File: src/rtl/cce_defines.svh
//################################################
// Coherence engine widths and sizes
//################################################
`ifndef CCE_DEFINES_SVH
`define CCE_DEFINES_SVH

// Microcode store
`define CCE_INST_W 32
`define CCE_PC_W 6
`define CCE_IMM_W 14

// Datapath and register file
`define CCE_GPR_W 16
`define CCE_NUM_GPR 8
`define CCE_GPR_SEL_W 3

// LCE side
`define CCE_LCE_W 2
`define CCE_ADDR_W 16
`define CCE_BLOCK_OFFSET_W 3
`define CCE_WG_W 4
// Way group sits right above the block offset
`define CCE_WG_LSB `CCE_BLOCK_OFFSET_W
`define CCE_NUM_WG (1 << `CCE_WG_W)

`endif

File: src/rtl/cce_pkg.sv
//################################################
// Coherence engine types
// Opcodes, operand selects and instruction formats
//################################################
`include "cce_defines.svh"

package cce_pkg;

  typedef enum logic [3:0] {
    e_op_alu      = 4'd0,
    e_op_movi     = 4'd1,
    e_op_branch   = 4'd2,
    e_op_wdp      = 4'd3,
    e_op_pop_req  = 4'd4,
    e_op_send_cmd = 4'd5
  } cce_op_e;

  typedef enum logic [2:0] {
    e_alu_add = 3'd0,
    e_alu_sub = 3'd1,
    e_alu_and = 3'd2,
    e_alu_or  = 3'd3,
    e_alu_xor = 3'd4
  } cce_alu_op_e;

  typedef enum logic [2:0] {
    e_br_eq     = 3'd0,
    e_br_ne     = 3'd1,
    e_br_lt     = 3'd2,
    e_br_always = 3'd3
  } cce_br_op_e;

  typedef enum logic [3:0] {
    e_src_r0        = 4'd0,
    e_src_r1        = 4'd1,
    e_src_r2        = 4'd2,
    e_src_r3        = 4'd3,
    e_src_r4        = 4'd4,
    e_src_r5        = 4'd5,
    e_src_r6        = 4'd6,
    e_src_r7        = 4'd7,
    e_src_imm       = 4'd8,
    e_src_req_lce   = 4'd9,
    e_src_req_addr  = 4'd10,
    e_src_lce_req_v = 4'd11,
    e_src_req_pend  = 4'd12,
    e_src_num_wg    = 4'd13
  } cce_src_e;

  typedef logic [`CCE_GPR_W-1:0] cce_gpr_t;

  // ALU, movi, wdp, pop and send
  typedef struct packed {
    cce_op_e                   op;
    cce_alu_op_e               minor;
    logic [`CCE_GPR_SEL_W-1:0] dst;
    cce_src_e                  src_a;
    cce_src_e                  src_b;
    logic [`CCE_IMM_W-1:0]     imm;
  } cce_inst_alu_s;

  typedef struct packed {
    cce_op_e              op;
    cce_br_op_e           minor;
    cce_src_e             src_a;
    cce_src_e             src_b;
    logic [`CCE_PC_W-1:0] target;
    logic [10:0]          pad;
  } cce_inst_br_s;

  typedef union packed {
    cce_inst_alu_s alu;
    cce_inst_br_s  br;
  } cce_inst_u;

endpackage

File: src/rtl/cce_alu.sv
//################################################
// ALU and branch compare
//################################################
`timescale 1ns/1ns
`include "cce_defines.svh"

module cce_alu (
  input  logic                 alu_v_i,
  input  cce_pkg::cce_alu_op_e alu_op_i,
  input  logic                 br_v_i,
  input  cce_pkg::cce_br_op_e  br_op_i,
  input  cce_pkg::cce_gpr_t    opd_a_i,
  input  cce_pkg::cce_gpr_t    opd_b_i,
  output cce_pkg::cce_gpr_t    res_o,
  output logic                 branch_taken_o
);
  import cce_pkg::*;

  cce_gpr_t res;
  logic     cond;

  always_comb begin
    case (alu_op_i)
      e_alu_add: res = opd_a_i + opd_b_i;
      e_alu_sub: res = opd_a_i - opd_b_i;
      e_alu_and: res = opd_a_i & opd_b_i;
      e_alu_or:  res = opd_a_i | opd_b_i;
      e_alu_xor: res = opd_a_i ^ opd_b_i;
      default:   res = '0;
    endcase
    // Unsigned compare
    case (br_op_i)
      e_br_eq:     cond = (opd_a_i == opd_b_i);
      e_br_ne:     cond = (opd_a_i != opd_b_i);
      e_br_lt:     cond = (opd_a_i < opd_b_i);
      e_br_always: cond = 1'b1;
      default:     cond = 1'b0;
    endcase
  end

  assign res_o          = alu_v_i ? res : '0;
  assign branch_taken_o = br_v_i & cond;

endmodule

File: src/rtl/cce_inst_decode.sv
//################################################
// Instruction decoder
// Opcode picks the view, one strobe class out
//################################################
`timescale 1ns/1ns
`include "cce_defines.svh"

module cce_inst_decode (
  input  cce_pkg::cce_inst_u        inst_i,
  input  logic                      inst_v_i,
  output logic                      alu_v_o,
  output cce_pkg::cce_alu_op_e      alu_op_o,
  output logic                      br_v_o,
  output cce_pkg::cce_br_op_e       br_op_o,
  output logic [`CCE_PC_W-1:0]      branch_target_o,
  output cce_pkg::cce_src_e         src_a_o,
  output cce_pkg::cce_src_e         src_b_o,
  output cce_pkg::cce_gpr_t         imm_o,
  output logic                      gpr_w_v_o,
  output logic [`CCE_GPR_SEL_W-1:0] gpr_dst_o,
  output logic                      wdp_v_o,
  output logic                      pend_val_o,
  output logic                      pop_req_o,
  output logic                      send_cmd_o
);
  import cce_pkg::*;

  cce_op_e op;

  // Opcode sits at the top of both formats
  assign op = inst_i.alu.op;

  always_comb begin
    alu_v_o         = 1'b0;
    alu_op_o        = inst_i.alu.minor;
    br_v_o          = 1'b0;
    br_op_o         = inst_i.br.minor;
    branch_target_o = inst_i.br.target;
    src_a_o         = inst_i.alu.src_a;
    src_b_o         = inst_i.alu.src_b;
    imm_o           = cce_gpr_t'(inst_i.alu.imm);
    gpr_w_v_o       = 1'b0;
    gpr_dst_o       = inst_i.alu.dst;
    wdp_v_o         = 1'b0;
    pend_val_o      = inst_i.alu.imm[0];
    pop_req_o       = 1'b0;
    send_cmd_o      = 1'b0;
    if (inst_v_i) begin
      case (op)
        e_op_alu: begin
          alu_v_o   = 1'b1;
          gpr_w_v_o = 1'b1;
        end
        e_op_movi: begin
          // imm | imm
          alu_v_o   = 1'b1;
          alu_op_o  = e_alu_or;
          src_a_o   = e_src_imm;
          src_b_o   = e_src_imm;
          gpr_w_v_o = 1'b1;
        end
        e_op_branch: begin
          br_v_o  = 1'b1;
          src_a_o = inst_i.br.src_a;
          src_b_o = inst_i.br.src_b;
        end
        e_op_wdp: begin
          wdp_v_o = 1'b1;
        end
        e_op_pop_req: begin
          pop_req_o = 1'b1;
        end
        e_op_send_cmd: begin
          send_cmd_o = 1'b1;
        end
        default: begin
          alu_v_o = 1'b0;
        end
      endcase
    end
  end

endmodule

File: src/rtl/cce_msg.sv
//################################################
// Message unit
// LCE request pop and LCE command send
//################################################
`timescale 1ns/1ns
`include "cce_defines.svh"

module cce_msg (
  input  logic                   pop_req_i,
  input  logic                   send_cmd_i,
  input  logic                   lce_req_v_i,
  input  logic                   lce_cmd_ready_i,
  input  cce_pkg::cce_gpr_t      opd_a_i,
  input  logic [`CCE_LCE_W-1:0]  req_lce_i,
  input  logic [`CCE_ADDR_W-1:0] req_addr_i,
  output logic                   stall_o,
  output logic                   req_capture_o,
  output logic                   lce_req_yumi_o,
  output logic                   lce_cmd_v_o,
  output logic [`CCE_LCE_W-1:0]  lce_cmd_lce_o,
  output logic [`CCE_ADDR_W-1:0] lce_cmd_addr_o,
  output cce_pkg::cce_gpr_t      lce_cmd_data_o
);

  logic req_pop;
  logic cmd_send;

  // Inbound valid->yumi, outbound ready&valid
  assign req_pop  = pop_req_i & lce_req_v_i;
  assign cmd_send = send_cmd_i & lce_cmd_ready_i;

  // Hold the instruction until its channel can move
  assign stall_o = (pop_req_i & ~lce_req_v_i) | (send_cmd_i & ~lce_cmd_ready_i);

  assign lce_req_yumi_o = req_pop;
  assign req_capture_o  = req_pop;
  assign lce_cmd_v_o    = cmd_send;
  assign lce_cmd_lce_o  = req_lce_i;
  assign lce_cmd_addr_o = req_addr_i;
  assign lce_cmd_data_o = opd_a_i;

endmodule

File: src/rtl/cce_regs.sv
//################################################
// GPR file, request register, pending bits
// All written at retirement
//################################################
`timescale 1ns/1ns
`include "cce_defines.svh"

module cce_regs (
  input  logic                                 clk_i,
  input  logic                                 rst_n_i,
  input  logic                                 stall_i,
  input  logic                                 gpr_w_v_i,
  input  logic [`CCE_GPR_SEL_W-1:0]            gpr_dst_i,
  input  cce_pkg::cce_gpr_t                    res_i,
  input  logic                                 wdp_v_i,
  input  logic [`CCE_WG_W-1:0]                 wdp_wg_i,
  input  logic                                 pend_val_i,
  input  logic                                 req_capture_i,
  input  logic [`CCE_LCE_W-1:0]                lce_req_lce_i,
  input  logic [`CCE_ADDR_W-1:0]               lce_req_addr_i,
  output cce_pkg::cce_gpr_t [`CCE_NUM_GPR-1:0] gpr_o,
  output logic [`CCE_LCE_W-1:0]                req_lce_o,
  output logic [`CCE_ADDR_W-1:0]               req_addr_o,
  output logic                                 req_pending_o
);
  import cce_pkg::*;

  cce_gpr_t [`CCE_NUM_GPR-1:0] gpr_q;
  logic [`CCE_LCE_W-1:0]       req_lce_q;
  logic [`CCE_ADDR_W-1:0]      req_addr_q;
  logic [`CCE_NUM_WG-1:0]      pend_q;
  logic [`CCE_WG_W-1:0]        req_wg;

  always_ff @(posedge clk_i or negedge rst_n_i) begin
    if (!rst_n_i) begin
      gpr_q <= '0;
    end else if (!stall_i && gpr_w_v_i) begin
      gpr_q[gpr_dst_i] <= res_i;
    end
  end

  always_ff @(posedge clk_i or negedge rst_n_i) begin
    if (!rst_n_i) begin
      req_lce_q  <= '0;
      req_addr_q <= '0;
    end else if (!stall_i && req_capture_i) begin
      req_lce_q  <= lce_req_lce_i;
      req_addr_q <= lce_req_addr_i;
    end
  end

  // One bit per way group
  always_ff @(posedge clk_i or negedge rst_n_i) begin
    if (!rst_n_i) begin
      pend_q <= '0;
    end else if (!stall_i && wdp_v_i) begin
      pend_q[wdp_wg_i] <= pend_val_i;
    end
  end

  assign req_wg        = req_addr_q[`CCE_WG_LSB +: `CCE_WG_W];
  assign req_pending_o = pend_q[req_wg];
  assign gpr_o         = gpr_q;
  assign req_lce_o     = req_lce_q;
  assign req_addr_o    = req_addr_q;

endmodule

File: src/rtl/cce_src_sel.sv
//################################################
// Operand A/B source select
//################################################
`timescale 1ns/1ns
`include "cce_defines.svh"

module cce_src_sel (
  input  cce_pkg::cce_src_e                    src_a_i,
  input  cce_pkg::cce_src_e                    src_b_i,
  input  cce_pkg::cce_gpr_t                    imm_i,
  input  cce_pkg::cce_gpr_t [`CCE_NUM_GPR-1:0] gpr_i,
  input  logic [`CCE_LCE_W-1:0]                req_lce_i,
  input  logic [`CCE_ADDR_W-1:0]               req_addr_i,
  input  logic                                 lce_req_v_i,
  input  logic                                 req_pending_i,
  output cce_pkg::cce_gpr_t                    opd_a_o,
  output cce_pkg::cce_gpr_t                    opd_b_o
);
  import cce_pkg::*;

  // Narrow sources land zero-extended
  function automatic cce_gpr_t sel_src(input cce_src_e src);
    cce_gpr_t opd;
    opd = '0;
    case (src)
      e_src_r0, e_src_r1, e_src_r2, e_src_r3,
      e_src_r4, e_src_r5, e_src_r6, e_src_r7: begin
        opd = gpr_i[src[`CCE_GPR_SEL_W-1:0]];
      end
      e_src_imm: begin
        opd = imm_i;
      end
      e_src_req_lce: begin
        opd[`CCE_LCE_W-1:0] = req_lce_i;
      end
      e_src_req_addr: begin
        opd[`CCE_ADDR_W-1:0] = req_addr_i;
      end
      e_src_lce_req_v: begin
        opd[0] = lce_req_v_i;
      end
      e_src_req_pend: begin
        opd[0] = req_pending_i;
      end
      e_src_num_wg: begin
        opd = cce_gpr_t'(`CCE_NUM_WG);
      end
      default: begin
        opd = '0;
      end
    endcase
    return opd;
  endfunction

  always_comb begin
    opd_a_o = sel_src(src_a_i);
    opd_b_o = sel_src(src_b_i);
  end

endmodule

File: src/rtl/cce_top.sv
//################################################
// Microcoded coherence engine top level
//################################################
`timescale 1ns/1ns
`include "cce_defines.svh"

module cce_top (
  input  logic                   clk_i,
  input  logic                   rst_n_i,
  input  logic                   cfg_run_i,
  input  logic                   cfg_ucode_w_v_i,
  input  logic [`CCE_PC_W-1:0]   cfg_ucode_addr_i,
  input  logic [`CCE_INST_W-1:0] cfg_ucode_data_i,
  output logic [`CCE_INST_W-1:0] cfg_ucode_data_o,
  input  logic                   lce_req_v_i,
  input  logic [`CCE_LCE_W-1:0]  lce_req_lce_i,
  input  logic [`CCE_ADDR_W-1:0] lce_req_addr_i,
  output logic                   lce_req_yumi_o,
  input  logic                   lce_cmd_ready_i,
  output logic                   lce_cmd_v_o,
  output logic [`CCE_LCE_W-1:0]  lce_cmd_lce_o,
  output logic [`CCE_ADDR_W-1:0] lce_cmd_addr_o,
  output cce_pkg::cce_gpr_t      lce_cmd_data_o
);
  import cce_pkg::*;

  cce_inst_u                   inst;
  logic                        inst_v;
  logic                        stall;
  logic                        branch_taken;
  logic [`CCE_PC_W-1:0]        branch_target;
  logic                        alu_v;
  cce_alu_op_e                 alu_op;
  logic                        br_v;
  cce_br_op_e                  br_op;
  cce_src_e                    src_a;
  cce_src_e                    src_b;
  cce_gpr_t                    imm;
  logic                        gpr_w_v;
  logic [`CCE_GPR_SEL_W-1:0]   gpr_dst;
  logic                        wdp_v;
  logic                        pend_val;
  logic                        pop_req;
  logic                        send_cmd;
  logic                        req_capture;
  cce_gpr_t [`CCE_NUM_GPR-1:0] gpr;
  logic [`CCE_LCE_W-1:0]       req_lce;
  logic [`CCE_ADDR_W-1:0]      req_addr;
  logic                        req_pending;
  cce_gpr_t                    opd_a;
  cce_gpr_t                    opd_b;
  cce_gpr_t                    res;

  cce_ucode_fetch fetch (
    .clk_i(clk_i), .rst_n_i(rst_n_i), .cfg_run_i(cfg_run_i),
    .cfg_ucode_w_v_i(cfg_ucode_w_v_i), .cfg_ucode_addr_i(cfg_ucode_addr_i),
    .cfg_ucode_data_i(cfg_ucode_data_i), .cfg_ucode_data_o(cfg_ucode_data_o),
    .stall_i(stall), .branch_taken_i(branch_taken), .branch_target_i(branch_target),
    .inst_o(inst), .inst_v_o(inst_v)
  );

  cce_inst_decode decode (
    .inst_i(inst), .inst_v_i(inst_v),
    .alu_v_o(alu_v), .alu_op_o(alu_op), .br_v_o(br_v), .br_op_o(br_op),
    .branch_target_o(branch_target), .src_a_o(src_a), .src_b_o(src_b), .imm_o(imm),
    .gpr_w_v_o(gpr_w_v), .gpr_dst_o(gpr_dst), .wdp_v_o(wdp_v), .pend_val_o(pend_val),
    .pop_req_o(pop_req), .send_cmd_o(send_cmd)
  );

  cce_src_sel src_sel (
    .src_a_i(src_a), .src_b_i(src_b), .imm_i(imm), .gpr_i(gpr),
    .req_lce_i(req_lce), .req_addr_i(req_addr), .lce_req_v_i(lce_req_v_i),
    .req_pending_i(req_pending), .opd_a_o(opd_a), .opd_b_o(opd_b)
  );

  cce_alu alu (
    .alu_v_i(alu_v), .alu_op_i(alu_op), .br_v_i(br_v), .br_op_i(br_op),
    .opd_a_i(opd_a), .opd_b_i(opd_b), .res_o(res), .branch_taken_o(branch_taken)
  );

  // Way group for wdp comes from operand A
  cce_regs regs (
    .clk_i(clk_i), .rst_n_i(rst_n_i), .stall_i(stall),
    .gpr_w_v_i(gpr_w_v), .gpr_dst_i(gpr_dst), .res_i(res),
    .wdp_v_i(wdp_v), .wdp_wg_i(opd_a[`CCE_WG_W-1:0]), .pend_val_i(pend_val),
    .req_capture_i(req_capture), .lce_req_lce_i(lce_req_lce_i),
    .lce_req_addr_i(lce_req_addr_i), .gpr_o(gpr), .req_lce_o(req_lce),
    .req_addr_o(req_addr), .req_pending_o(req_pending)
  );

  cce_msg msg (
    .pop_req_i(pop_req), .send_cmd_i(send_cmd), .lce_req_v_i(lce_req_v_i),
    .lce_cmd_ready_i(lce_cmd_ready_i), .opd_a_i(opd_a),
    .req_lce_i(req_lce), .req_addr_i(req_addr), .stall_o(stall),
    .req_capture_o(req_capture), .lce_req_yumi_o(lce_req_yumi_o),
    .lce_cmd_v_o(lce_cmd_v_o), .lce_cmd_lce_o(lce_cmd_lce_o),
    .lce_cmd_addr_o(lce_cmd_addr_o), .lce_cmd_data_o(lce_cmd_data_o)
  );

endmodule

File: src/rtl/cce_ucode_fetch.sv
//################################################
// Microcode RAM with config load and readback
// PC sequencing, stall hold and branch redirect
//################################################
`timescale 1ns/1ns
`include "cce_defines.svh"

module cce_ucode_fetch (
  input  logic                   clk_i,
  input  logic                   rst_n_i,
  input  logic                   cfg_run_i,
  input  logic                   cfg_ucode_w_v_i,
  input  logic [`CCE_PC_W-1:0]   cfg_ucode_addr_i,
  input  logic [`CCE_INST_W-1:0] cfg_ucode_data_i,
  output logic [`CCE_INST_W-1:0] cfg_ucode_data_o,
  input  logic                   stall_i,
  input  logic                   branch_taken_i,
  input  logic [`CCE_PC_W-1:0]   branch_target_i,
  output cce_pkg::cce_inst_u     inst_o,
  output logic                   inst_v_o
);

  logic [`CCE_INST_W-1:0] ucode_mem [2**`CCE_PC_W];
  logic [`CCE_INST_W-1:0] rd_q;
  logic [`CCE_PC_W-1:0]   fetch_pc_q;
  logic                   inst_v_q;
  logic [`CCE_PC_W-1:0]   rd_addr;
  logic                   rd_en;

  // Config port owns the read port in load mode
  assign rd_addr = cfg_run_i ? fetch_pc_q : cfg_ucode_addr_i;
  // Held word is the stalled instruction
  assign rd_en   = ~cfg_run_i | ~stall_i;

  always_ff @(posedge clk_i) begin
    if (!cfg_run_i && cfg_ucode_w_v_i) begin
      ucode_mem[cfg_ucode_addr_i] <= cfg_ucode_data_i;
    end
    if (rd_en) begin
      rd_q <= ucode_mem[rd_addr];
    end
  end

  always_ff @(posedge clk_i or negedge rst_n_i) begin
    if (!rst_n_i) begin
      fetch_pc_q <= '0;
      inst_v_q   <= 1'b0;
    end else if (!cfg_run_i) begin
      fetch_pc_q <= '0;
      inst_v_q   <= 1'b0;
    end else if (!stall_i) begin
      fetch_pc_q <= branch_taken_i ? branch_target_i : fetch_pc_q + 1'b1;
      // Sequential word read beside a taken branch is dropped
      inst_v_q   <= ~branch_taken_i;
    end
  end

  assign inst_o           = rd_q;
  assign inst_v_o         = inst_v_q & cfg_run_i;
  assign cfg_ucode_data_o = rd_q;

endmodule

File: config.mk
export PLATFORM = sky130hd
export DESIGN_NAME = cce_top
export DESIGN_NICKNAME = d
export VERILOG_FILES = /design/src/rtl/cce_pkg.sv /design/src/rtl/cce_alu.sv /design/src/rtl/cce_inst_decode.sv /design/src/rtl/cce_msg.sv /design/src/rtl/cce_regs.sv /design/src/rtl/cce_src_sel.sv /design/src/rtl/cce_top.sv /design/src/rtl/cce_ucode_fetch.sv
export VERILOG_INCLUDE_DIRS = /design/src /design/src/rtl
export SDC_FILE = /design/constraint.sdc
export NUM_CORES = 2
export LEC_CHECK = 0
export BUFFER_PORTS_ARGS = -buffer_cell sky130_fd_sc_hd__buf_2
export CORE_MARGIN = 2
export CORE_UTILIZATION = 25
export DETAILED_ROUTE_END_ITERATION = 8
export GPL_TIMING_DRIVEN = 0
export SLEW_MARGIN = 40
export SYNTH_ARGS = -nofsm -noshare
export SYNTH_HDL_FRONTEND = slang
export SYNTH_SLANG_ARGS = --single-unit
File: constraint.sdc
create_clock -name clk_i -period 12.6 [get_ports clk_i]
set_input_delay 0.63 -clock clk_i [delete_from_list [all_inputs] [get_ports clk_i]]
set_output_delay 0.63 -clock clk_i [all_outputs]
set_load 0.02 [all_outputs]
# == Word level (Yosys, flattened, before mapping) ==
# Memories as Yosys holds them, arrays and structs flattened. A register that Yosys moved wholly into a read port is not among the register bits.
# Cells that the tools add are included.
# op_classes
n_addsub,3
multipliers,0
n_div,0
order_cmp,8
eq_ne,41
shift,0
mux,45
bitwise_logic,16
reduce_logical,16
# op_table
op,count
128-bit bitwise mux,1
14-bit one-hot mux with 4 select lines,2
16-bit binary-select mux with 3-bit select,2
16-bit one-hot mux with 5 select lines,1
16-bit two-way mux,4
16-bit demux with 3-bit select,1
4-bit == test (second input constant),12
4-bit by 3-bit == test with 1-bit output (second input constant),10
4-bit by 2-bit == test with 1-bit output (second input constant),6
6-bit two-way mux,4
16-bit adder,1
16-bit AND,1
16-bit bitwise mux,1
16-bit == test,1
16-bit < comparator,1
1-bit two-way mux,16
16-bit inequality test,1
16-bit bitwise OR,1
4-bit one-hot mux with 2 select lines,2
8-bit OR reduction,2
16-bit subtractor,1
16-bit bitwise XOR,1
3-bit by 2-bit == test with 1-bit output (second input constant),4
4-bit by 1-bit == test with 1-bit output (second input constant),3
other kinds (22),50
# word_totals
ff_bits,169
latch_bits,0
ramBits,2048
rom_bits,0
input_bits,62
wordCells,143
memories,1
# mem_list
name,depth,width,read_ports,rd_ports_with_merged_regs,wr,line,rtl
fetch.ucode_mem,64,32,1,1,1,cce_ucode_fetch.sv:23,logic [`CCE_INST_W-1:0] ucode_mem [2**`CCE_PC_W];

# == Logic depth before layout (Yosys ltp) ==
# logic_depth
depth_word,12
mapped_depth,27
depth_no_buf,24

# == By module ==
# A second synthesis with hierarchy kept.
# unflattened
cells_unflattened,8550
area_unflattened_um2,106445.8
# by_module_without_submodules
module,n_inst,cells_per_inst,area_each_um2,seq_area_each_um2
cce_ucode_fetch,1,7422,94003.9,62635.1
cce_regs,1,383,6409.9,4053.9
cce_src_sel,1,254,2685.1,0.0
cce_alu,1,394,2608.8,0.0
cce_inst_decode,1,57,441.7,0.0
cce_msg,1,40,296.5,0.0

# == Worst setup path after synthesis ==
# No wires, ideal clock.
# synth_timing
path_kind,input -> register
start,in cfg_run_i
end,"reg regs.gpr_q, in the netlist regs.gpr_o[111]"
setup_time_ns,0.125
arrival_ns,5.442
t_required_ns,12.475
slack_ns,7.033
stages,23
n_path_buf,4
cell_sequence,buf_4 > and4bb_4 > buf_6 > buf_6 > nand2_1 > o22ai_1 > nor2_1 > clkbuf_1 > a221oi_1 > clkinv_1 > ha_1 > nor2b_1 > o21bai_1 > a211oi_1 > a211oi_1 > nor2_1 > a22o_1 > o21ai_0 > o211ai_1 > mux2_4 > o21ai_2 > a31oi_4 > mux2_2
# synth_via
elab_chain_cells,9
word_cells_on_any_way,65
classes_between,add/sub: 2; eq/ne: 30; mux: 19; bitwise: 7; reduce/logical: 7
# synth_rtl
item,line,rtl
"start, declared",cce_top.sv:10,"input logic cfg_run_i,"
1-bit AND (*),cce_ucode_fetch.sv:59,assign inst_v_o = inst_v_q & cfg_run_i;
4-bit two-way mux (*),cce_inst_decode.sv:48,if (inst_v_i) begin
"16-bit binary-select mux with 3-bit select, or another cell as far along",cce_src_sel.sv:28,opd = gpr_i[src[`CCE_GPR_SEL_W-1:0]];
16-bit two-way mux or 8-bit OR reduction (tied branches),"cce_src_sel.sv:28, cce_src_sel.sv:25",
1-bit one-hot mux with 6 select lines (*),cce_src_sel.sv:25,case (src)
via lce_cmd_data_o[0],cce_top.sv:23,output cce_pkg::cce_gpr_t lce_cmd_data_o
16-bit subtractor or 16-bit adder (tied branches),"cce_alu.sv:25, cce_alu.sv:24",
16-bit one-hot mux with 5 select lines (*),cce_alu.sv:23,case (alu_op_i)
16-bit two-way mux (*),cce_alu.sv:41,assign res_o = alu_v_i ? res : '0;
128-bit bitwise mux (*),cce_regs.sv:38,gpr_q[gpr_dst_i] <= res_i;
"end signal, assigned by index",cce_regs.sv:38,
"end, declared",cce_regs.sv:28,cce_gpr_t [`CCE_NUM_GPR-1:0] gpr_q;
# Mark *: on every way through the listed nets, which the timed path passes. The rest lies on a longest branch. The select of a mux whose other input is x is not followed.
# A chain may end at the register's enable or synchronous reset.

# == Final worst setup path ==
# layout_timing
start,"reg fetch.rd_q[29] (netlist: fetch.cfg_ucode_data_o[29]), read port of fetch.ucode_mem"
end,"reg regs.gpr_q, in the netlist regs.gpr_o[109]"
# layout_via
elab_chain_cells,10
word_cells_on_any_way,76
classes_between,add/sub: 2; eq/ne: 34; mux: 25; bitwise: 6; reduce/logical: 9
# layout_rtl
item,line,rtl
"start, declared",cce_ucode_fetch.sv:24,logic [`CCE_INST_W-1:0] rd_q;
4-bit by 2-bit == test with 1-bit output or 4-bit by 1-bit == test with 1-bit output (tied branches),cce_inst_decode.sv:49,case (op)
4-bit one-hot mux with 2 select lines,cce_inst_decode.sv:49,
4-bit two-way mux,cce_inst_decode.sv:48,
"16-bit binary-select mux with 3-bit select, or another cell as far along",cce_src_sel.sv:28,
16-bit two-way mux or 8-bit OR reduction (tied branches),"cce_src_sel.sv:28, cce_src_sel.sv:25",
"1-bit one-hot mux with 6 select lines, or another cell as far along",cce_src_sel.sv:25,
"16-bit subtractor, or another cell as far along",cce_alu.sv:25,e_alu_sub: res = opd_a_i - opd_b_i;
16-bit one-hot mux with 5 select lines,cce_alu.sv:23,
16-bit two-way mux,cce_alu.sv:41,
128-bit bitwise mux,cce_regs.sv:38,
# Several ways; a longest one is shown, not always the timed one. The select of a mux whose other input is x is not followed.

==> impl_metrics.csv <==
group,metric,value,unit
cts,insertion_delay,0.89,ns
critical_path,worstPathCellList,"buf_4 > xnor2_2 > o21ai_1 > and2_1 > clkbuf_1 > clkbuf_1 > o22ai_1 > nor2_1 > nor2_1 > a2111oi_1 > a221oi_1 > ha_1 > clkbuf_1 > o21ai_0 > a21oi_1 > o21a_1 > nor2_1 > a2111oi_2 > nor3_2 > o31ai_2 > mux2i_1 > nand2_1 > a21oi_2 > mux2_2",
sta,clock_skew,0.116,ns
route,drc,0,
final_layout,finalNetCount,5682,
synthesis,synth_top_family_by_area,"multiplexers",
global_route,overflow,0,
synthesis,synth.area.top_cells,"edfxtp_1 (68%), mux4_2 (13%), dfrtp_1 (4.6%)",
synthesis,ys_seq_area_frac,0.724,
critical_path,crit_end,"regs.gpr_o[109]$_DFFE_PN0P_",
route,avgRoutedWirePerCell,27.1,µm
route,wirelength,286000,µm
synthesis,ys_ff_latch,2249,
power_and_ir_drop,clkPwrFrac,0.350,
sta,slew_violations,0,
cts,post-cts-setup-buffers,0,
global_route,grt_max_degree,65,
sta,finalHoldViolCount,0,
global_route,antenna_found_initial,35,
placement,gp_congestion,0.929,
sta,timing.fmax,128,MHz
route,ant_nets,0,
power_and_ir_drop,p_int,12800,µW
final_layout,multi_input_area,24700,µm²
floorplan,core,366000,µm²
synthesis,synth_fa_ha_area_frac,0.00682,
sta,min_period,7.81,ns
sta,fin_crit_sh,0.620,
critical_path,endpoint_kind,"flip-flop",
critical_path,r2r-start,"fetch.cfg_ucode_data_o[29]$_DFFE_PP_",
synthesis,synth-edff-count,2080,
critical_path,rrSetupSlack,4.79,ns
synthesis,netlist_area,92100,µm²
sta,max_slew_margin,0.321,
floorplan,die_h,611,µm
critical_path,cp.depth,24,
power_and_ir_drop,peakVddDrop,0.123,mV
cts,clk_pin_slew,0.06,ns
cts,cts_hold_buffers,1,
synthesis,synthTopCellsByCount,"edfxtp_1 (2080), mux4_2 (517), nand2_1 (430)",
critical_path,worst_path_max_delay_cell,"a2111oi_1",
cts,ctsResizeCount,0,
power_and_ir_drop,p_leak,0.0352,µW
cts,cts_tree,"yes",
synthesis,synth_top_area_share,0.679,
synthesis,yosys.area.top_type,"edfxtp_1",
global_route,grt_pass1_wl,402000,µm
run,max-cap-violations,0,
critical_path,cp_top_family,"compound AO/OA/AOI/OAI gates",
global_route,grtUsageTotal,0.149,
power_and_ir_drop,p_comb_frac,0.180,
critical_path,arrival,8.54,ns
floorplan,start_util,0.251,
power_and_ir_drop,switchingPower,5100,µW
critical_path,slowest_delay,0.76,ns
cts,cts.sinks,2249,
global_route,grt_pass1_vias,52200,
final_layout,fin_util,0.300,
synthesis,synth_compound_area_frac,0.0610,
critical_path,cp-startpoint,"fetch.cfg_ucode_data_o[29]$_DFFE_PP_",
floorplan,rows,222,
min_path,hold_path_class,"in -> reg",
placement,io_buffers,123,
floorplan,die-area,373000,µm²
sta,finalSetupViolations,0,
route,via_count,52600,
run_status,status,"completed",
min_path,worstHoldStart,"lce_req_addr_i[1]",
power_and_ir_drop,p_seq_frac,0.470,
route,viasPerCell,4.99,
synthesis,ys_types,105,
sta,finalSetupTns,0,ns
final_layout,drive_above_1_share,0.264,
power_and_ir_drop,p_sw_frac,0.285,
final_layout,fillerInstances,35600,
synthesis,synthCells,5066,
critical_path,path_class,"reg -> reg",
cts,clock_path_buffers,4,
cts,cts_buffers,209,
critical_path,crit_buf_inv,4,
critical_path,timing.rr.end,"regs.gpr_o[109]$_DFFE_PN0P_",
cts,htreeDepth,4,
synthesis,syn_nets,5177,
synthesis,ys.flop_type,"edfxtp_1",
sta,worst_pin_slew,1.02,ns
route,drt_first_pass_iters,6,
critical_path,cp_max_fo,10,
final_layout,seq_area,66700,µm²
critical_path,worstRegToRegCells,24,
synthesis,yosysMostFrequentCell,"edfxtp_1",
cts,root_buffer,"clkbuf_16",
floorplan,die_x,611,µm
sta,rsz0062_at_grt,"false",
synthesis,async_reset_ff_frac,0.0751,
synthesis,synthXorXnorAreaFrac,0.00114,
synthesis,synth_simple_gate_area_share,0.0482,
power_and_ir_drop,cellPowerDensity,163,nW/µm²
critical_path,cp-start-kind,"flip-flop",
synthesis,yosys-mux-area-fraction,0.142,
placement,dpl.hpwl,200000,µm
final_layout,area_growth_syn_to_layout,19.4,%
critical_path,required,13.34,ns
route,drtIter0Drc,6757,
floorplan,pin_count,130,
synthesis,syn_area_per_cell,18.2,µm²
synthesis,synth-warning-count,0,
==> worst reg2reg max path: cells and delay by family, from the launching register on <==
| kind | cells | cell delay (ns) |
|---|---|---|
| DFF | 1 | 0.56 |
| xor gates and xnor gates | 1 | 0.22 |
| and+or+nand+nor | 6 | 0.73 |
| buffers and inverters | 4 | 1.49 |
| adders and majority gates | 1 | 0.37 |
| AOI/OAI and AO/OA | 10 | 3.83 |
| muxes | 2 | 0.54 |
==> sequential cells by signal (all words and copies together), names as in the netlist <==
signal / cells
fetch.cfg_ucode_data_o: 32
regs.req_lce_o: 2
regs.req_addr_o: 16
regs.gpr_o: 128
fetch.ucode_mem: 2048
fetch.inst_v_q: 1
regs.pend_q: 16
fetch.fetch_pc_q: 6
==> metal layers <==
| metal | global-route usage | vias to the layer above | wire length (µm) | part of all wire |
|---|---|---|---|---|
| met5 | 0 | - | 46 | 0.00016 |
| met4 | 0.0521 | 6 | 11100 | 0.039 |
| met3 | 0.0326 | 477 | 26300 | 0.092 |
| met2 | 0.238 | 2572 | 133000 | 0.47 |
| met1 | 0.201 | 27900 | 115000 | 0.40 |
| li1 | - | 21700 | - | - |
==> kinds of logic (layout without fill, tap and decap cells) <==
group           Yosys count  in the layout
fa+ha+maj                49             49
mux                     648            648
flops                  2249           2249
compound gates          772            772
buf+inv                 382           1050
xor+xnor                  9              9
other cells               0              8
simple gates            957            957
==> cell usage in the layout, fill, tap and decap left out, drive strengths merged, types with 69 or more instances in the layout <==
master / netlist / layout
a31oi: 84 / 84
a311oi: 69 / 69
and2: 136 / 136
edfxtp: 2080 / 2080
a211oi: 168 / 168
mux4: 517 / 517
clkinv: 2 / 90
buf: 80 / 370
dfrtp: 169 / 169
nand2: 431 / 431
mux2: 104 / 104
nor2: 221 / 221
inv: 66 / 73
clkbuf: 234 / 489
a21oi: 134 / 134
==> power groups by stage <==
stage	Sequential, µW	Combinational, µW	Clock, µW
after CTS	8400	3180	6350
after global routing	8410	3410	6640
after global placement	8560	3070	0
after detailed placement	8560	3170	0
after floorplan	8520	1800	0
final	8410	3220	6270
==> per-stage QoR <==
step | power [µW] | hold WS, ns | instance area, µm² | std cells | worst slack (ns)
3_3_place_gp | 11600 | 0.470 | 98700 | 10000 | 4.24
4_1_cts | 17900 | 0.0147 | 110000 | 10500 | 4.90
5_1_grt | 18500 | 0.0417 | 110000 | 10600 | 4.45
6_report | 17900 | 0.0635 | 110000 | 10600 | 4.79
2_1_floorplan | 10300 | 0.334 | 92100 | 5066 | 7.03
3_5_place_dp | 11700 | 0.477 | 103000 | 10200 | 4.78
==> layout make-up <==
class | instances | area share
Antenna cell | 8 | 0.000182
Buffer | 314 | 0.0125
Clock buffer | 252 | 0.0497
Clock inverter | 122 | 0.0102
Inverter | 68 | 0.00232
Multi-Input combinational cell | 2435 | 0.225
Sequential cell | 2249 | 0.607
Tap cell | 4816 | 0.0548
Timing Repair Buffer | 294 | 0.0390
==> worst min path at each step <==
| stage | endpoint | cells past startpoint | slack [ns] |
|---|---|---|---|
| after floorplan | fetch.fetch_pc_q[0]$_DFFE_PN0P_ | 0 | 0.33 |
| after global placement | regs.gpr_o[90]$_DFFE_PN0P_ | 2 | 0.47 |
| after detailed placement | regs.gpr_o[90]$_DFFE_PN0P_ | 2 | 0.48 |
| after CTS | regs.req_lce_o[1]$_DFFE_PN0P_ | 2 | 0.01 |
| after global routing | regs.req_lce_o[1]$_DFFE_PN0P_ | 2 | 0.04 |
| final | regs.req_addr_o[1]$_DFFE_PN0P_ | 2 | 0.06 |
Power figures use the tool's default switching activity.
